`src/design/dbg_ahb_pkg.sv`:
```
////////////////////////////////////////////////////////////
// Shared AHB-Lite codes, memory sizing and lane view for the
// debug bus hub, taken by wildcard import in each module
////////////////////////////////////////////////////////////

`default_nettype none

package dbg_ahb_pkg;

  // Bus widths
  localparam int data_width = 32;
  localparam int addr_width = 32;

  // SRAM sizing, legal bytes are 0 .. mem_bytes-1
  localparam int mem_words = 256;
  localparam int mem_idx_width = $clog2(mem_words);
  localparam logic [addr_width-1:0] mem_bytes = mem_words * 4;

  // Transfer type
  localparam logic [1:0] htrans_idle   = 2'b00;
  localparam logic [1:0] htrans_nonseq = 2'b10;

  // Transfer size
  localparam logic [2:0] hsize_byte = 3'b000;
  localparam logic [2:0] hsize_half = 3'b001;
  localparam logic [2:0] hsize_word = 3'b010;

  // Fixed attributes of every debug access
  // Single transfer only
  localparam logic [2:0] hburst_single = 3'b000;
  // Data, privileged, non-bufferable, non-cacheable
  localparam logic [3:0] hprot_dbg = 4'b0011;

  // Interface unit FSM
  localparam logic [1:0] biu_idle = 2'd0;
  localparam logic [1:0] biu_addr = 2'd1;
  localparam logic [1:0] biu_data = 2'd2;

  // One bus word seen as word, halfword lanes or byte lanes
  // Lane 0 is the least significant, little-endian order
  typedef union packed {
    logic [data_width-1:0] w;
    logic [1:0][15:0]      h;
    logic [3:0][7:0]       b;
  } ahb_word_u;

endpackage

`default_nettype wire
```
`src/design/dbg_biu_ahb.sv`:
```
////////////////////////////////////////////////////////////
// Debug bus interface unit, turns one debug strobe into one
// single AHB-Lite transfer and returns the lane-aligned result
////////////////////////////////////////////////////////////

`timescale 1ns/1ps
`default_nettype none

module dbg_biu_ahb
  import dbg_ahb_pkg::*;
(
  input  logic                  HCLK,
  input  logic                  ahb_rstn,
  // Debug strobe side
  input  logic                  dbg_strb,
  input  logic                  dbg_rw,
  input  logic [addr_width-1:0] dbg_addr,
  input  logic [data_width-1:0] dbg_wdata,
  input  logic [3:0]            dbg_word_size,
  output logic [data_width-1:0] dbg_rdata,
  output logic                  dbg_rdy,
  output logic                  dbg_err,
  // Master side toward the arbiter
  output logic                  bus_req,
  output logic [addr_width-1:0] haddr,
  output logic                  hwrite,
  output logic [2:0]            hsize,
  output logic [1:0]            htrans,
  output logic [data_width-1:0] hwdata,
  input  logic                  bus_gnt,
  input  logic                  hready,
  input  logic [data_width-1:0] hrdata,
  input  logic                  hresp
);

  // Burst, protection and lock are fixed by the package
  // (single, hprot_dbg, unlocked) and never leave this unit

  logic [1:0] state;
  logic       take;
  logic       done;
  logic [2:0] size_dec;
  ahb_word_u  wr_rep;
  ahb_word_u  rd_lane;

  ////////////////////////////////////////////////////////////
  // Request side
  ////////////////////////////////////////////////////////////

  // Request accepted only while ready
  assign take = dbg_strb & dbg_rdy;

  // Word size in bytes to AHB size code
  always_comb begin
    case (dbg_word_size)
      4'd1:    size_dec = hsize_byte;
      4'd2:    size_dec = hsize_half;
      default: size_dec = hsize_word;
    endcase
  end

  // Low bytes of write data copied onto every lane
  always_comb begin
    case (dbg_word_size)
      4'd1:    wr_rep.b = {4{dbg_wdata[7:0]}};
      4'd2:    wr_rep.h = {2{dbg_wdata[15:0]}};
      default: wr_rep.w = dbg_wdata;
    endcase
  end

  // Address phase payload, held for the whole transfer
  always_ff @(posedge HCLK) begin
    if (take) begin
      haddr  <= dbg_addr;
      hwrite <= ~dbg_rw;
      hsize  <= size_dec;
      hwdata <= wr_rep.w;
    end
  end

  ////////////////////////////////////////////////////////////
  // Transfer FSM
  ////////////////////////////////////////////////////////////

  // Request held from the cycle after take until data phase ends
  assign bus_req = (state != biu_idle);

  // NONSEQ only while granted in the address state
  assign htrans = (state == biu_addr && bus_gnt) ? htrans_nonseq : htrans_idle;

  // Data phase finishes on hready
  assign done = (state == biu_data) & hready;

  always_ff @(posedge HCLK or negedge ahb_rstn) begin
    if (!ahb_rstn) begin
      state   <= biu_idle;
      dbg_rdy <= 1'b1;
      dbg_err <= 1'b0;
    end else begin
      case (state)
        biu_idle: begin
          if (take) begin
            state   <= biu_addr;
            dbg_rdy <= 1'b0;
          end
        end
        // Address phase taken when granted and the bus is ready
        biu_addr: begin
          if (bus_gnt && hready) begin
            state <= biu_data;
          end
        end
        // Result and error status latched together with rdy
        biu_data: begin
          if (hready) begin
            state   <= biu_idle;
            dbg_rdy <= 1'b1;
            dbg_err <= hresp;
          end
        end
        default: state <= biu_idle;
      endcase
    end
  end

  ////////////////////////////////////////////////////////////
  // Read return
  ////////////////////////////////////////////////////////////

  assign rd_lane.w = hrdata;

  // Addressed lane shifted down and zero-extended
  always_ff @(posedge HCLK) begin
    if (done) begin
      case (hsize)
        hsize_byte: dbg_rdata <= {24'b0, rd_lane.b[haddr[1:0]]};
        hsize_half: dbg_rdata <= {16'b0, rd_lane.h[haddr[1]]};
        default:    dbg_rdata <= rd_lane.w;
      endcase
    end
  end

endmodule

`default_nettype wire

```
`config.mk`:
```
export PLATFORM = sky130hd
export DESIGN_NAME = dbg_biu_ahb
export DESIGN_NICKNAME = d
export VERILOG_FILES = /design/src/design/dbg_ahb_pkg.sv /design/src/design/dbg_biu_ahb.sv
export SDC_FILE = /design/constraint.sdc
export NUM_CORES = 1
export LEC_CHECK = 0
export BUFFER_PORTS_ARGS = -buffer_cell sky130_fd_sc_hd__buf_2
export CORE_ASPECT_RATIO = 1.75
export CORE_MARGIN = 1.5
export CORE_UTILIZATION = 41
export DETAILED_ROUTE_END_ITERATION = 16
export HOLD_SLACK_MARGIN = 0.12
export PLACE_DENSITY = 0.76
export SKIP_CTS_REPAIR_TIMING = 1
export SYNTH_ARGS = -nofsm -noshare
export SYNTH_HDL_FRONTEND = slang
export SYNTH_SLANG_ARGS = --single-unit
```
`constraint.sdc`:
```
create_clock -name HCLK -period 2.6 [get_ports HCLK]
set_input_delay 0.52 -clock HCLK [delete_from_list [all_inputs] [get_ports HCLK]]
set_output_delay 0.52 -clock HCLK [all_outputs]
set_load 0.1 [all_outputs]
```
# After elaboration in Yosys (flattened, before gate mapping)
# Index checks and enable logic that the tools add are counted.
dict set report totals {
  reg_bits 104
  latch_bits 0
  ram_bits 0
  mem_bits_ro 0
  in_bits 107
  output_inout_bits 105
  word_cells 45
  n_memories 0
}
dict set report classes {
  addsub 0
  multipliers 0
  div 0
  magnitude_cmp 2
  n_eq_ne 8
  shift 0
  mux 15
  bitwise 3
  n_reduce_logical 9
}
# cell n
set op_table {}
lappend op_table {{32-bit case mux with 2 select lines} 2}
lappend op_table {{16-bit two-way mux} 2}
lappend op_table {{8-bit binary-select mux with 2-bit select} 1}
lappend op_table {{2-bit two-way mux} 4}
lappend op_table {{8-bit two-way mux} 1}
lappend op_table {{2-bit case mux with 3 select lines} 1}
lappend op_table {{3-bit AND reduction} 2}
lappend op_table {{4-bit by 1-bit equality test with 1-bit output (second input constant)} 1}
lappend op_table {{4-bit by 2-bit equality test with 1-bit output (second input constant)} 1}
lappend op_table {{2-bit inequality test (second input constant)} 2}
lappend op_table {{2-bit case mux with 2 select lines} 1}
lappend op_table {{2-bit nonzero test} 2}
lappend op_table {{3-bit by 1-bit equality test with 1-bit output (second input constant)} 1}
lappend op_table {{3-bit zero test} 1}
lappend op_table {{2-bit by 3-bit less-than comparator with 1-bit output (second input constant)} 1}
lappend op_table {{1-bit AND} 2}
lappend op_table {{2-bit by 1-bit equality test with 1-bit output (second input constant)} 1}
lappend op_table {{2-bit equality test (second input constant)} 1}
lappend op_table {{1-bit logical AND} 2}
lappend op_table {{2-bit zero test} 1}
lappend op_table {{1-bit by 2-bit less-than comparator with 1-bit output (second input constant)} 1}
lappend op_table {{1-bit two-way mux} 2}
lappend op_table {{2-bit by 1-bit inequality test with 1-bit output (second input constant)} 1}
lappend op_table {{1-bit case mux with 2 select lines} 1}
lappend op_table {{2 further kinds} 2}

# Longest topological paths before layout
dict set report depth {
  depth_word 3
  depth_mapped 5
  ltp_nobuf 3
}

# Worst setup path before layout
# Ideal clock, no wire load.
dict set report synth_path {
  path_kind {register to register}
  from {register dbg_rdy}
  to {register state[0]}
  setup_ns 0.100
  arrival_ns 2.870
  required_ns 2.500
  slack_ns -0.370
  path_stages_with_launch 4
  path_buffers 0
  synth_period_minus_slack_ns 2.970
  cell_sequence {dfstp_2 -> and2_1 -> nor2_1 -> a311oi_1}
}
dict set report synth_between {
  elab_chain_len 3
}
# element line
set synth_lines {}
lappend synth_lines {{start, declared} dbg_biu_ahb.sv:21} ;# output logic dbg_rdy,
lappend synth_lines {{start signal, assigned} dbg_biu_ahb.sv:97} ;# dbg_rdy <= 1'b1;
lappend synth_lines {{start signal, assigned} dbg_biu_ahb.sv:104} ;# dbg_rdy <= 1'b0;
lappend synth_lines {{start signal, assigned} dbg_biu_ahb.sv:117} ;# dbg_rdy <= 1'b1;
lappend synth_lines {{1-bit AND} dbg_biu_ahb.sv:51} ;# assign take = dbg_strb & dbg_rdy;
lappend synth_lines {{net take} dbg_biu_ahb.sv:40} ;# logic take;
lappend synth_lines {{2-bit inequality test (no source line)} n/a}
lappend synth_lines {{3-bit AND reduction (no source line)} n/a}
lappend synth_lines {{end signal, assigned} dbg_biu_ahb.sv:96} ;# state <= biu_idle;
lappend synth_lines {{end signal, assigned} dbg_biu_ahb.sv:103} ;# state <= biu_addr;
lappend synth_lines {{end signal, assigned} dbg_biu_ahb.sv:110} ;# state <= biu_data;
lappend synth_lines {{end, declared} dbg_biu_ahb.sv:39} ;# logic [1:0] state;
# The timed path passes the listed nets, and every way through them passes these cells.
# A chain may end at the register's enable or synchronous reset.

# Worst setup path after layout
dict set report layout_path {
  from {register haddr[1]}
  to {output port haddr[1]}
}
# element line
set layout_rtl {}
lappend layout_rtl {{start, declared} dbg_biu_ahb.sv:25} ;# output logic [addr_width-1:0] haddr,
lappend layout_rtl {{start signal, assigned} dbg_biu_ahb.sv:74} ;# haddr <= dbg_addr;
# No word-level cell between the ends.

==> metrics.txt <==
nets@finish 583; Vias 3044; CP startpoint haddr[1]; DIE AREA 10750 sq um; CP Data Required Time 2.08 ns; Slew @ Worst Pin 0.6996 ns; Core Rows 48; Core Region 9849 sq um; register area share after synthesis 0.7416; Worst R2R End dbg_rdata[2]; Worst-path clk slew roughly 0.07 ns; Via density 5.023; max-cap viol count 0; critical path launch point type register; critical-path maximum fanout 13; switching pwr 0.6662 mW; GRT Util Overall 0.1795; Post-Synth XOR/XNOR Area 0.002113; first-pass GRT wire length about 14 mm; Starting Density 0.4209; TNS Setup 0 ns; Num CTS Buffers 9; Worst Clk Skew a little under 0.007 ns; Syn Inst Count 262; Worst slew margin 0.5327; GRT overflow 0; Achievable Freq 469.0 MHz; reg2reg path depth 2; simple logic cell fraction of the synthesized area 0.08602; Final period util 0.8200; Syn. warnings 0; Cells on Worst Hold Path 1; largest family of logic cells by synthesized area simple AND/OR/NAND/NOR gates; RSZ-0062 raised after global routing false; diodes inserted 0; clock latency on the worst-skew pair 0.33 ns; root buffer cell clkbuf_16; Final setup viols 0; Leakage 2.445 nW; family with the most delay on the worst path flip-flops; sinks on the clock net 103; DRT Pass-1 Iters 4; Area growth syn-to-layout 35.59%; sequential power share 0.561; Pins Over Slew Limit 0; Comb power frac 0.061; commonest cells after routing, fill and taps aside buf_2 (209), edfxtp_1 (99), nor2_1 (18); CP cell instances buf_2; Antenna Nets Post-Route 0; hold wc startpoint dbg_addr[16]; CTS tree built; die height 136.0 um; largest net degree at the start of global routing 69; Mapped Area ~4100 sq um; switching share of power 0.2062; Clk pwr share 0.378; Worst path max stage delay between 0.7 and 0.8 ns; share of cells above drive strength 1 0.5260; Power Density 574.9 nW/um^2; crit path capture haddr[1]; Clock Tree Buf Depth 2; RR Startpoint haddr[1]; Final GP Congestion 0.8230; Final Total Pwr 3.231 mW; commonest non-fill, non-tap cell in the layout buf_2; Seq cells post-synth 103; total routed wirelength 10.16 mm; worst min path class in2reg; Top-Level Pins around 210; Mapped Avg Cell Area around 16 sq um; crit path kind reg2out; reg2reg setup slack 0.76 ns; outcome finished, final reports clean; depth of the CTS H-tree 3; Final Hold Vio Count 0; multiplexer area fraction after synthesis 0.06490; cell depth of the worst setup path 1; Post-Synth Adder-Cell Area 0; vias in the first global route about 2.9k; Die W 79.01 um; worst IR drop on VDD 0.4656 mV; slowest cell on the critical path edfxtp_1; crit path time final 2.132 ns; Pint 2.565 mW; drt drc 0; post-DP HPWL 7.859 mm; data arrival time of the critical path between 1.5 and 2 ns; post-synthesis compound-gate area fraction 0.08150; antenna violations before repair 0; Synth cell types 37; PortBufs approximately 210; WP buf/inv 1; CP endpoint kind primary output; DR WL/cell roughly 17 um; initial DRC count about 140
-- cells by family after synthesis --
family                 count (synthesis)
AO/OA/AOI/OAI                         47
XOR/XNOR                               1
buffers and inverters                 20
flip-flops                           103
multiplexers                          24
other                                  1
AND/OR/NAND/NOR                       66
-- synthesized netlist by cell type (all sizes together) --
cell / number / area share
a211o: 1 / 0.0021
a211oi: 9 / 0.016
a21o: 2 / 0.0036
a21oi: 8 / 0.0097
a221o: 6 / 0.014
a221oi: 1 / 0.0021
a22o: 3 / 0.0063
a311oi: 1 / 0.0021
and2: 17 / 0.026
and3b: 1 / 0.0021
buf: 8 / 0.012
clkbuf: 6 / 0.0054
conb: 1 / 0.00090
dfrtp: 3 / 0.018
dfstp: 1 / 0.0063
edfxtp: 99 / 0.72
inv: 6 / 0.0054
mux2: 17 / 0.048
mux2i: 7 / 0.017
nand2: 9 / 0.0081
nand2b: 9 / 0.014
nand3b: 1 / 0.0018
nor2: 18 / 0.016
nor2b: 3 / 0.0045
nor3: 1 / 0.0012
nor3b: 2 / 0.0036
o21ai: 7 / 0.0085
o21bai: 1 / 0.0018
o31ai: 8 / 0.014
or2: 3 / 0.0045
or3b: 1 / 0.0021
or4b: 1 / 0.0024
xor2: 1 / 0.0021
-- flip-flops by register name, indices dropped and copies added, names as in the netlist --
name,cells
hsize,2
dbg_rdy,1
haddr,32
dbg_rdata,32
dbg_err,1
hwrite,1
state,2
hwdata,32
-- metal layers --
metal  track usage  part of all wire
met5             0                 0
met3       0.04899             0.069
met2        0.3210              0.54
met4       0.07895             0.024
met1        0.1953              0.37
-- final cells by class --
class                           instances  area, sq um
Sequential cell                       103         3074
Tap cell                              125        156.4
Clock buffer                            9        225.2
Clock inverter                          7        47.55
Fill cell                             820         4229
Multi-Input combinational cell        140        980.9
Timing Repair Buffer                  216         1114
Inverter                                6        22.52
-- worst min-delay path by stage --
stage	slack (ns)	to
after detailed placement	0.33	dbg_err
after CTS	-0.04	dbg_err
after global routing	0.34	haddr[19]
after floorplan	0.22	dbg_err
after global placement	0.33	dbg_err
final	0.36	haddr[16]
-- power groups by stage --
| stage | sequential [mW] | combinational [mW] | clock [mW] |
|---|---|---|---|
| after CTS | 1.81 | 0.196 | 1.26 |
| after global placement | 1.85 | 0.188 | 0 |
| after floorplan | 1.85 | 0.0876 | 0 |
| after detailed placement | 1.85 | 0.195 | 0 |
| after global routing | 1.81 | 0.215 | 1.31 |
| final | 1.81 | 0.197 | 1.22 |
-- metrics by stage --
step	utilization	instances	area (sq um)	hold slack, ns	setup WS, ns
after floorplan	-	263	4150	0.2244	0.2334
after global placement	0.5419	589	5338	0.3253	0.3913
after detailed placement	0.5419	589	5338	0.3296	0.3704
after CTS	0.5696	605	5610	-0.03672	0.4469
after global routing	0.5706	606	5620	0.3359	0.4121
final	0.5706	606	5620	0.3573	0.4679
(Power assumes the default switching activity.)
