$ cat src/design/dbg_ahb_pkg.sv
////////////////////////////////////////////////////////////
// Shared AHB-Lite codes, memory sizing and lane view for the
// debug bus hub, taken by wildcard import in each module
////////////////////////////////////////////////////////////

`default_nettype none

package dbg_ahb_pkg;

  // Bus widths
  localparam int data_width = 32;
  localparam int addr_width = 32;

  // SRAM sizing, legal bytes are 0 .. mem_bytes-1
  localparam int mem_words = 256;
  localparam int mem_idx_width = $clog2(mem_words);
  localparam logic [addr_width-1:0] mem_bytes = mem_words * 4;

  // Transfer type
  localparam logic [1:0] htrans_idle   = 2'b00;
  localparam logic [1:0] htrans_nonseq = 2'b10;

  // Transfer size
  localparam logic [2:0] hsize_byte = 3'b000;
  localparam logic [2:0] hsize_half = 3'b001;
  localparam logic [2:0] hsize_word = 3'b010;

  // Fixed attributes of every debug access
  // Single transfer only
  localparam logic [2:0] hburst_single = 3'b000;
  // Data, privileged, non-bufferable, non-cacheable
  localparam logic [3:0] hprot_dbg = 4'b0011;

  // Interface unit FSM
  localparam logic [1:0] biu_idle = 2'd0;
  localparam logic [1:0] biu_addr = 2'd1;
  localparam logic [1:0] biu_data = 2'd2;

  // One bus word seen as word, halfword lanes or byte lanes
  // Lane 0 is the least significant, little-endian order
  typedef union packed {
    logic [data_width-1:0] w;
    logic [1:0][15:0]      h;
    logic [3:0][7:0]       b;
  } ahb_word_u;

endpackage

`default_nettype wire
$ cat src/design/ahb_master_arbiter.sv
////////////////////////////////////////////////////////////
// Round-robin arbiter for two AHB-Lite masters, muxes the
// address and data phases onto a single slave bus
////////////////////////////////////////////////////////////

`timescale 1ns/1ps
`default_nettype none

module ahb_master_arbiter
  import dbg_ahb_pkg::*;
(
  input  logic                  HCLK,
  input  logic                  ahb_rstn,
  // Master 0
  input  logic                  m0_bus_req,
  input  logic [addr_width-1:0] m0_haddr,
  input  logic                  m0_hwrite,
  input  logic [2:0]            m0_hsize,
  input  logic [1:0]            m0_htrans,
  input  logic [data_width-1:0] m0_hwdata,
  output logic                  m0_bus_gnt,
  output logic                  m0_hready,
  output logic [data_width-1:0] m0_hrdata,
  output logic                  m0_hresp,
  // Master 1
  input  logic                  m1_bus_req,
  input  logic [addr_width-1:0] m1_haddr,
  input  logic                  m1_hwrite,
  input  logic [2:0]            m1_hsize,
  input  logic [1:0]            m1_htrans,
  input  logic [data_width-1:0] m1_hwdata,
  output logic                  m1_bus_gnt,
  output logic                  m1_hready,
  output logic [data_width-1:0] m1_hrdata,
  output logic                  m1_hresp,
  // Slave bus
  output logic [addr_width-1:0] haddr,
  output logic                  hwrite,
  output logic [2:0]            hsize,
  output logic [1:0]            htrans,
  output logic [data_width-1:0] hwdata,
  input  logic                  hreadyout,
  input  logic [data_width-1:0] hrdata,
  input  logic                  hresp
);

  logic gnt_vld;
  logic gnt_sel;
  logic last_sel;
  logic dp_vld;
  logic dp_sel;
  logic busy;
  logic own_sel;

  ////////////////////////////////////////////////////////////
  // Grant and data phase ownership
  ////////////////////////////////////////////////////////////

  // Grant frozen while an address or data phase is in flight
  assign busy = dp_vld | (htrans == htrans_nonseq);

  always_ff @(posedge HCLK or negedge ahb_rstn) begin
    if (!ahb_rstn) begin
      gnt_vld  <= 1'b0;
      gnt_sel  <= 1'b0;
      last_sel <= 1'b1;
      dp_vld   <= 1'b0;
      dp_sel   <= 1'b0;
    end else begin
      if (!busy) begin
        gnt_vld <= m0_bus_req | m1_bus_req;
        // Contention goes to the master not served last
        if (m0_bus_req && m1_bus_req) begin
          gnt_sel <= ~last_sel;
        end else if (m0_bus_req || m1_bus_req) begin
          gnt_sel <= m1_bus_req;
        end
      end
      // Accepted NONSEQ opens a data phase for the granted master
      if (htrans == htrans_nonseq && hreadyout) begin
        dp_vld   <= 1'b1;
        dp_sel   <= gnt_sel;
        last_sel <= gnt_sel;
      end else if (dp_vld && hreadyout) begin
        dp_vld <= 1'b0;
      end
    end
  end

  assign m0_bus_gnt = gnt_vld & ~gnt_sel;
  assign m1_bus_gnt = gnt_vld & gnt_sel;

  ////////////////////////////////////////////////////////////
  // Bus muxing
  ////////////////////////////////////////////////////////////

  // Address phase from the granted master
  assign haddr  = gnt_sel ? m1_haddr : m0_haddr;
  assign hwrite = gnt_sel ? m1_hwrite : m0_hwrite;
  assign hsize  = gnt_sel ? m1_hsize : m0_hsize;
  assign htrans = !gnt_vld ? htrans_idle : (gnt_sel ? m1_htrans : m0_htrans);

  // Write data from the data phase owner
  assign hwdata = dp_sel ? m1_hwdata : m0_hwdata;

  // Responses go to the owner, or the granted master between transfers
  assign own_sel = dp_vld ? dp_sel : gnt_sel;

  assign m0_hready = hreadyout & ~own_sel;
  assign m1_hready = hreadyout & own_sel;
  assign m0_hrdata = own_sel ? '0 : hrdata;
  assign m1_hrdata = own_sel ? hrdata : '0;
  assign m0_hresp  = hresp & ~own_sel;
  assign m1_hresp  = hresp & own_sel;

endmodule

`default_nettype wire

$ cat config.mk
export PLATFORM = sky130hd
export DESIGN_NAME = ahb_master_arbiter
export DESIGN_NICKNAME = d
export VERILOG_FILES = /design/src/design/dbg_ahb_pkg.sv /design/src/design/ahb_master_arbiter.sv
export SDC_FILE = /design/constraint.sdc
export NUM_CORES = 1
export LEC_CHECK = 0
export ABC_AREA = 1
export BUFFER_PORTS_ARGS = -buffer_cell sky130_fd_sc_hd__buf_2
export CORE_AREA = 2 2 125 127
export CTS_BUF_LIST = sky130_fd_sc_hd__clkbuf_4 sky130_fd_sc_hd__clkbuf_8 sky130_fd_sc_hd__clkbuf_16
export CTS_CLUSTER_DIAMETER = 40
export CTS_CLUSTER_SIZE = 25
export DETAILED_ROUTE_END_ITERATION = 8
export DIE_AREA = 0 0 127 129
export SLEW_MARGIN = 20
export SYNTH_ARGS = -nofsm -noshare
export SYNTH_HDL_FRONTEND = slang
export SYNTH_SLANG_ARGS = --single-unit
$ cat constraint.sdc
create_clock -name HCLK -period 1.3 [get_ports HCLK]
set_clock_uncertainty 0.1 [all_clocks]
set_input_delay 0 -clock HCLK [delete_from_list [all_inputs] [get_ports HCLK]]
set_output_delay 0 -clock HCLK [all_outputs]
set_load 0.02 [all_outputs]
== After elaboration in Yosys (flattened, before gate mapping) ==
Cells that the tools add are included.
Operators by class
  multiplexer cells: 13
  bitwise operators: 12
  reductions and logical operators: 7
  equal/unequal tests: 1
Operators by type and width (count)
  32-bit two-way mux: 4
  1-bit bitwise AND: 6
  1-bit two-way mux: 6
  2-bit two-way mux: 2
  1-bit inverter: 4
  2-bit nonzero test: 2
  1-bit logical AND: 3
  3-bit two-way mux: 1
  2-bit == test (second input constant): 1
  1-bit bitwise OR: 2
  2-bit AND reduction: 1
  1-bit logical OR: 1
Word-level totals
  bits in registers: 5
  output and inout bits: 140

== Longest topological paths before layout ==
Gate-level depths: netlist of the first run.
  depth after elaboration: 6
  depth in mapped cells: 9
  mapped depth without buffers: 8

== Least setup slack after synthesis of the first run ==
No wires, ideal clock.
  path kind: register -> output
  from: register dp_sel
  to: output port m0_hrdata[11]
  data arrival time: 1.339 ns
  cell stages (with the launch flop): 7
  setup slack: -0.139 ns
  data required time: 1.200 ns
  path through: dfrtp_1 -> buf_2 -> or2_1 -> o21ai_4 -> inv_4 -> buf_6 -> nor2_1
On the way
  word-level cells in the longest chain between the ends: 2
Ends and longest elaborated chain
  start, declared: line ahb_master_arbiter.sv:51  | logic dp_sel;
  start signal, assigned: line ahb_master_arbiter.sv:82  | dp_sel <= gnt_sel;
  1-bit two-way mux: line ahb_master_arbiter.sv:107  | assign own_sel = dp_vld ? dp_sel : gnt_sel;
  32-bit two-way mux: line ahb_master_arbiter.sv:111  | assign m0_hrdata = own_sel ? '0 : hrdata;
  end, declared: line ahb_master_arbiter.sv:23  | output logic [data_width-1:0] m0_hrdata,
No other way between the ends.

== Final worst setup path of the first run ==
  from: register dp_vld
  to: output port m0_hrdata[15]
On the way
  word-level cells in the longest chain between the ends: 2
Ends and longest elaborated chain
  start, declared: line ahb_master_arbiter.sv:50  | logic dp_vld;
  start signal, assigned: line ahb_master_arbiter.sv:67  | dp_vld <= 1'b0;
  start signal, assigned: line ahb_master_arbiter.sv:81  | dp_vld <= 1'b1;
  start signal, assigned: line ahb_master_arbiter.sv:85  | dp_vld <= 1'b0;
  1-bit two-way mux: line ahb_master_arbiter.sv:107
  32-bit two-way mux: line ahb_master_arbiter.sv:111
No other way between the ends.

==> results of run 1 <==
-- state kept, by name, summed over array words and instances, names as in the netlist --
register	flops
dp_sel	1
gnt_sel	1
last_sel	1
gnt_vld	1
dp_vld	1
-- cells in the mapped netlist (all sizes together) --
library cell and number:
clkbuf 2, or2 2, nand2 126, buf 17, o21ai 2, inv 40
dfstp 1, dfrtp 4, nand3 4, mux2 32, nand4 2, nor2 68
-- final timing paths --
kind                                   endpoint  slack, ns  cells after the start
max in group asynchronous  last_sel$_DFFE_PN1P_       0.86                      2
min in group HCLK          last_sel$_DFFE_PN1P_       0.11                      6
setup / recovery                  m0_hrdata[15]      -0.28                      7
setup reg to reg            gnt_sel$_DFFE_PN0P_       0.01                      8
hold reg to reg            last_sel$_DFFE_PN1P_       0.37                      2
hold / removal               dp_sel$_DFFE_PN0P_       0.03                      2
-- metal layers --
| layer | up-vias | wire length (um) | GRT usage (%) |
|---|---|---|---|
| met3 | 12 | 899 | 2.33 |
| met1 | 1320 | 3700 | 11.2 |
| met2 | 177 | 5270 | 19.5 |
| met5 | - | 13 | 0 |
| li1 | 1569 | - | - |
| met4 | 2 | 119 | 2.59 |
-- power by group through the flow --
| stage | Combinational, mW | Sequential, mW | Clock, mW |
|---|---|---|---|
| after floorplan | 5.62 | 0.286 | 0 |
| after global placement | 8.48 | 0.324 | 0 |
| after detailed placement | 8.47 | 0.323 | 0 |
| after CTS | 9.36 | 0.327 | 0.548 |
| after global routing | 11.2 | 0.369 | 0.558 |
| final | 10.5 | 0.353 | 0.538 |
-- area by class of cell --
| class | instances | area share, % |
|---|---|---|
| clock buffer | 4 | 1.79 |
| sequential | 5 | 2.76 |
| timing repair buffer | 353 | 54.4 |
| tap | 188 | 5.09 |
| inverter | 40 | 3.47 |
| multi-input combinational | 236 | 32.5 |
-- logic make-up (layout without fill, tap and decap cells) --
logic type             count (synthesis)  count (layout)  share of synthesized area (%)
AOI/OAI and AO/OA                      2               2                           1.36
buffers and inverters                 59             397                           16.7
DFF                                    5               5                           8.05
muxes                                 32              32                           23.0
and+or+nand+nor                      202             202                           50.9
-- timing repair --
action / CTS / global route
endpoints found under the hold margin: 9 / 0
gates cloned: 1 / 4
setup endpoints to repair: 144 / 145
resized for setup: 74 / 113
buffers inserted: 2 / 3
hold buffers: 4 / 0
-- worst max-delay path, stage by stage (launching register included) --
cell and delay (ns):
dfrtp_1 0.35, inv_2 0.04, or2_4 0.25, o21ai_4 0.10, inv_6 0.10, buf_4 0.19, nor2_4 0.08, buf_4 0.14
-- through the flow --
stage | utilization [%] | hold slack [ns] | TNS, ns
after floorplan | - | -0.396 | -0.291
after global placement | 24.8 | -0.282 | -1.97
after detailed placement | 24.8 | -0.277 | -2.27
after CTS | 27.6 | 0.0483 | -29.24
after global routing | 30.8 | 0.0495 | -32.99
final | 30.8 | 0.0293 | -24.72
==> reports/metrics.cfg, run 1 <==
[die]
die_x_um = 127
fp.coreArea_um2 = 15000
design.die.area_um2 = 16400
ioPinCount = 318
die_y_um = 129
rows = 45
initial_utilization_pct = 10.5

[layout]
diodes = 0
final_common_cell = buf_2
area_growth_pct = 194
final-seq-area_um2 = 128
postLayoutCellArea_um2 = 4620
final_cell_mix = buf_2, nand2_1, buf_6, inv_1, nor2_1
final_cells = 826
drive_gt1_share_pct = 68.5
nFillCells = 1630
multi_input_area_um2 = 1500
fin_nets = 817

[pwr]
p_leak_nw = 2.75
p_clk_share_pct = 4.7
internal-power_mw = 5.41
netSwitchingFraction_pct = 52.4
power.share.sequential_pct = 3.1
total_power_mw = 11.4
p_per_area_nw_per_um2 = 2460
p_sw_mw = 5.96
worst_ir_drop_vdd_mv = 0.917
p_comb_share_pct = 92.2

[routing]
drc = 0
ant_nets = 0
via_count = 3080
routed_wl_um = 10000
drtIter0Drc = 84
vias_per_cell = 3.73
first_pass_iters = 4
wire_per_inst_um = 12.1

[run_status]
status = finished, violations left
violations = setup timing

[setup_path]
worst_setup_path_start_kind = register
crit_path_start = dp_vld$_DFFE_PN0P_
crit_arrival_ns = 1.48
critPathMaxFanout = 9
rr_startpoint = gnt_sel$_DFFE_PN0P_
endpoint_kind = primary output
worst-setup-path-type = register to primary output
required_ns = 1.20

[timing]
slew_headroom_pct = 81.3
setup_viol = 140
layout_setup_ws_ns = -0.284
finalHoldViolations = 0
tightest_slew_ns = 0.280
min_period_over_period_pct = 122
max_freq_ghz = 0.631
drv_slew = 0
rsz0062_at_grt = yes
fin_crit_ns = 1.58

[yosys]
yosysUniqueCellTypes = 19
syn_area_per_cell_um2 = 5.23
netlist_area_um2 = 1570
synth-seq-cells = 5
yosys-top-cells-area = nand2_1, mux2_2, nor2_1
ys_warn_count = 0
synthCells = 300
synth_fp_nets = 478
synth_top_area_share_pct = 30.1
yosysSeqAreaShare_pct = 8.05
yosys.area.top_type = nand2_1

[placement]
gp_congestion = 0.743
portBuffers = 317
dp_cells = 809
place_area_um2 = 3720
place_hpwl_um = 7930
dpl_worst_slack_ns = -0.0946

[hold_path]
hp-class = input pin to asynchronous set/reset pin

[grt]
grt_max_degree = 35
grt_pass1_wl_um = 13400
grt_usage_pct = 10.1
grt-ovfl-total = 0
antenna_found_initial = 2
grt_pass1_vias = 2790

[cts]
cts_buffers = 3
cts-root-buf = clkbuf_16
cts_tree = done
clock-sinks = 5
clk_pin_slew_ns = 0.03
insertion_delay_ns = 0.23
cts_max_path_buffers = 2
cts-htree-levels = 1

[job]
maxCapViolations = 0

No activity file was read; power rests on OpenSTA's default activity.
==> inputs of run 2 (changes only) <==
--- a/config.mk
+++ b/config.mk
@@ -6,7 +6,7 @@
 export NUM_CORES = 1
 export LEC_CHECK = 0
 export ABC_AREA = 1
-export BUFFER_PORTS_ARGS = -buffer_cell sky130_fd_sc_hd__buf_2
+export BUFFER_PORTS_ARGS = -buffer_cell sky130_fd_sc_hd__buf_4
 export CORE_AREA = 2 2 125 127
 export CTS_BUF_LIST = sky130_fd_sc_hd__clkbuf_4 sky130_fd_sc_hd__clkbuf_8 sky130_fd_sc_hd__clkbuf_16
 export CTS_CLUSTER_DIAMETER = 40
==> reports/metrics.cfg, run 2 (synthesized netlist as in run 1, its figures left out) <==
[grt]
grt_max_degree = 22
grt-ovfl-total = 0
grt_pass1_vias = 3129
grt_usage_pct = 12.2
grt_pass1_wl_um = 16000
antenna_found_initial = 1

[setup_path]
critPathMaxFanout = 14
r2r-end = gnt_sel$_DFFE_PN0P_
endpoint_kind = primary output
worst_setup_path_start_kind = register
endpoint = m1_hrdata[24]
required_ns = 1.20
crit_arrival_ns = 1.47
worstRegToRegCells = 8
crit_path_start = dp_vld$_DFFE_PN0P_
rr_startpoint = gnt_sel$_DFFE_PN0P_
ff2ff_setup_slack_ns = -0.01
worst-setup-path-type = register to primary output

[timing]
layout_setup_ws_ns = -0.271
tightest_slew_ns = 0.305
min_period_over_period_pct = 121
slew_headroom_pct = 79.7
fin_crit_ns = 1.57
rsz0062_at_grt = yes
holdWs_ns = 0.0364
finalHoldViolations = 0
drv_slew = 0
max_freq_ghz = 0.637
fin_setup_tns_ns = -22.84
setup_viol = 141

[layout]
final_common_cell = buf_4
nFillCells = 1489
final_cell_mix = buf_4, buf_6, nand2_1, nor2_4, inv_1
final_cells = 824
diodes = 0
fin_nets = 815
drive_gt1_share_pct = 77.5
area_growth_pct = 270

[routing]
routed_wl_um = 11200
routed-wl-met3_um = 1120
vias_per_cell = 3.83
wl_met2_um = 6110
ant_nets = 0
drtIter0Drc = 83
via_count = 3157
wire_per_inst_um = 13.6
first_pass_iters = 4
wl_met1_um = 3850
drc = 0
highest_layer = met5

[run_status]
status = finished, violations left
violations = setup timing

[cts]
cts_tree = done
insertion_delay_ns = 0.22
clk_pin_slew_ns = 0.03
cts_buffers = 3
cts_max_path_buffers = 2
clock-sinks = 5
cts-htree-levels = 1
cts-root-buf = clkbuf_16

[placement]
gp_congestion = 0.724
dpl_worst_slack_ns = -0.166
place_hpwl_um = 8650
portBuffers = 317
dp_cells = 806

[pwr]
netSwitchingFraction_pct = 48.9
total_power_mw = 13.6
power.share.sequential_pct = 2.7
p_clk_share_pct = 3.8
p_per_area_nw_per_um2 = 2350
internal-power_mw = 6.95
worst_ir_drop_vdd_mv = 0.918
p_sw_mw = 6.66
p_leak_nw = 3.18
p_comb_share_pct = 93.5

[hold_path]
hp-class = input pin to asynchronous set/reset pin

[die]
ioPinCount = 318
design.die.area_um2 = 16400
die_x_um = 127
initial_utilization_pct = 10.5
die_y_um = 129
fp.coreArea_um2 = 15000
rows = 45

[job]
maxCapViolations = 0

run 2: cell types whose count changed in the layout (fill, tap and decap cells not counted), sizes merged:
cell	delta
inv	+1
clkbuf	-2
clkinv	-1
run 2: layer usage:
layer  vias up  global-route usage, %
li1       1564                      -
met1      1414                   12.6
met2       171                   24.1
met3         6                   3.74
met4         2                   2.59
met5         -                      0
run 2: final cells by class:
type                       instances  area (um^2)  area share (%)
tap                              188          235            4.05
timing repair buffer             351         3340            57.6
inverter                          40          155            2.67
sequential                         5          128            2.20
multi-input combinational        236         1860            32.0
clock buffer                       4         82.6            1.42
run 2: metrics by stage:
stage	util [%]	cell area, um^2
6_report	38.7	5800
3_3_place_gp	30.1	4500
4_1_cts	37.0	5540
5_1_grt	38.7	5800
2_1_floorplan	-	1810
3_5_place_dp	30.1	4500
run 2: worst min-delay path by stage:
stage	to	cells past startpoint	slack (ns)
after floorplan	dp_sel$_DFFE_PN0P_	0	-0.40
after detailed placement	gnt_sel$_DFFE_PN0P_	1	-0.30
final	dp_sel$_DFFE_PN0P_	2	0.04
after global routing	gnt_vld$_DFFE_PN0N_	2	0.07
after CTS	dp_sel$_DFFE_PN0P_	2	0.05
after global placement	gnt_vld$_DFFE_PN0N_	1	-0.29
run 2: timing repair:
item | in CTS | in global routing
hold buffers | 4 | 0
buffers inserted | 2 | 1
endpoints found under the setup margin | 145 | 145
hold endpoints to repair | 8 | 0
gates resized for setup | 219 | 56
pin swaps | 20 | 0
cloned | 5 | 2
run 2: power groups by stage:
stage          logic, mW  clock network [mW]  registers [mW]
2_1_floorplan       5.62                   0           0.286
3_3_place_gp        9.58                   0           0.339
3_5_place_dp        9.60                   0           0.335
4_1_cts             12.1               0.532           0.359
5_1_grt             13.4               0.546           0.376
6_report            12.7               0.521           0.361
run 2: worst max-delay path: stages (launching register included):
cell	delay, ns
dfrtp_1	0.35
inv_2	0.04
or2_4	0.25
o21ai_4	0.09
buf_6	0.17
buf_12	0.14
nor2_1	0.05
buf_4	0.15
==> inputs of run 3 (changes only) <==
--- a/config.mk
+++ b/config.mk
@@ -13,6 +13,7 @@
 export CTS_CLUSTER_SIZE = 25
 export DETAILED_ROUTE_END_ITERATION = 8
 export DIE_AREA = 0 0 127 129
+export SETUP_SLACK_MARGIN = 0.3
 export SLEW_MARGIN = 20
 export SYNTH_ARGS = -nofsm -noshare
 export SYNTH_HDL_FRONTEND = slang
==> reports/metrics.cfg, run 3 (synthesized netlist as in run 1, its figures left out) <==
[run_status]
status = finished, violations left
violations = setup timing

[die]
design.die.area_um2 = 16400
initial_utilization_pct = 10.5
fp.coreArea_um2 = 15000
die_y_um = 129
rows = 45
die_x_um = 127
ioPinCount = 318

[grt]
grt-ovfl-total = 0
grt_usage_pct = 11.3
grt_max_degree = 19
antenna_found_initial = 0
top_usage_layer = met2
grt_util_met3_pct = 2.79
met2_usage_pct = 21.9
grt_pass1_wl_um = 14700
grt_pass1_vias = 2944
grt_util_met1_pct = 12.3

[cts]
cts_tree = done
insertion_delay_ns = 0.23
clock-sinks = 5
cts_max_path_buffers = 2
cts_buffers = 3
cts-htree-levels = 1
clk_pin_slew_ns = 0.03
cts-root-buf = clkbuf_16

[routing]
drtIter0Drc = 47
drc = 0
first_pass_iters = 4
routed_wl_um = 10600
vias_per_cell = 3.74
wire_per_inst_um = 12.8
via_count = 3095
ant_nets = 0

[layout]
postLayoutCellArea_um2 = 5490
nFillCells = 1527
drive_gt1_share_pct = 76.5
area_growth_pct = 250
final_common_cell = buf_4
diodes = 0
fin_nets = 818
final_cell_mix = buf_4, buf_6, nand2_1, nand2_2, inv_1

[setup_path]
worstPathCellList = or2_4, o21ai_4, buf_6, clkbuf_16, nor2_1, buf_4
crit_path_start = dp_sel$_DFFE_PN0P_
crit_buf_inv = 3
endpoint_kind = primary output
required_ns = 1.20
crit_arrival_ns = 1.50
critPathMaxFanout = 8
critical_path.top_delay_family = buffers and inverters
slowest_delay_ns = 0.38
worst_setup_path_start_kind = register
worst-setup-path-type = register to primary output
rr_startpoint = gnt_sel$_DFFE_PN0P_
cp_slowest_cell = dfrtp_1
ff2ff_setup_slack_ns = -0.05

[placement]
gp_congestion = 0.738
portBuffers = 317
place_hpwl_um = 7980
place_area_um2 = 4610

[pwr]
p_per_area_nw_per_um2 = 2360
total_power_mw = 13.0
p_leak_nw = 3.00
worst_ir_drop_vdd_mv = 1.11

[timing]
layout_setup_ws_ns = -0.299
slew_headroom_pct = 82.6
drv_slew = 0
setup_viol = 144
min_period_over_period_pct = 123
finalHoldViolations = 0
fin_crit_ns = 1.60
max_freq_ghz = 0.626
rsz0062_at_grt = yes
tightest_slew_ns = 0.261

[hold_path]
hp-start = m0_bus_req
hp-class = input pin to register

[job]
maxCapViolations = 0

## run 3: changes by cell type in the layout (fill, tap and decap cells not counted), sizes merged
cell    before  now
buf        345  348
clkinv       0    1
inv         40   39
## run 3: area by class of cell
| type | instances | area [um^2] | share of cell area (%) |
|---|---|---|---|
| Timing Repair Buffer | 354 | 3240 | 59.1 |
| Inverter | 40 | 160 | 2.92 |
| Multi-Input combinational cell | 236 | 1640 | 29.9 |
| Clock buffer | 4 | 82.6 | 1.50 |
| Tap cell | 188 | 235 | 4.28 |
| Sequential cell | 5 | 128 | 2.32 |
## run 3: path summary, 6_finish.rpt
check | end | cells after the start
max in group asynchronous | last_sel$_DFFE_PN1P_ | 2
min in group asynchronous | dp_sel$_DFFE_PN0P_ | 2
setup reg to reg | gnt_sel$_DFFE_PN0P_ | 8
setup / recovery | m1_hrdata[5] | 6
hold reg to reg | last_sel$_DFFE_PN1P_ | 2
hold / removal | gnt_vld$_DFFE_PN0N_ | 4
## run 3: routing by layer
metal / vias up / share of wire, %
li1: 1568 / -
met1: 1337 / 37
met2: 180 / 53
met4: 0 / 0.92
met5: - / 0
met3: 10 / 8.8
## run 3: worst reg2reg max path, delay by kind of cell, from the launching register on
family                 cells  cell delay (ns)
flip-flops                 1             0.44
AND/OR/NAND/NOR            6             0.38
buffers and inverters      2             0.31
## run 3: metrics by stage
step / utilization (%) / std cells / hold slack (ns) / setup slack [ns] / TNS [ns]
after floorplan: - / 300 / -0.396 / -0.0302 / -0.286
after global placement: 30.8 / 805 / -0.293 / -0.0485 / -0.710
after detailed placement: 30.8 / 805 / -0.293 / -0.0560 / -0.865
after CTS: 35.0 / 824 / 0.0188 / -0.291 / -27.16
after global routing: 36.7 / 827 / 0.0461 / -0.339 / -34.24
final: 36.7 / 827 / 0.0234 / -0.299 / -27.02
## run 3: report_power, final
| part | internal (mW) | switching [mW] |
|---|---|---|
| registers | 0.244 | 0.102 |
| logic | 5.92 | 6.18 |
| clock network | 0.428 | 0.108 |
## run 3: what timing repair did
| action | 4_1_cts | 5_1_grt |
|---|---|---|
| hold endpoints to repair | 8 | 0 |
| hold buffers | 4 | 0 |
| setup buffers | 7 | 1 |
| pin swaps | 2 | 1 |
| setup endpoints to repair | 145 | 145 |
| cloned | 4 | 2 |
| gates resized for setup | 96 | 61 |
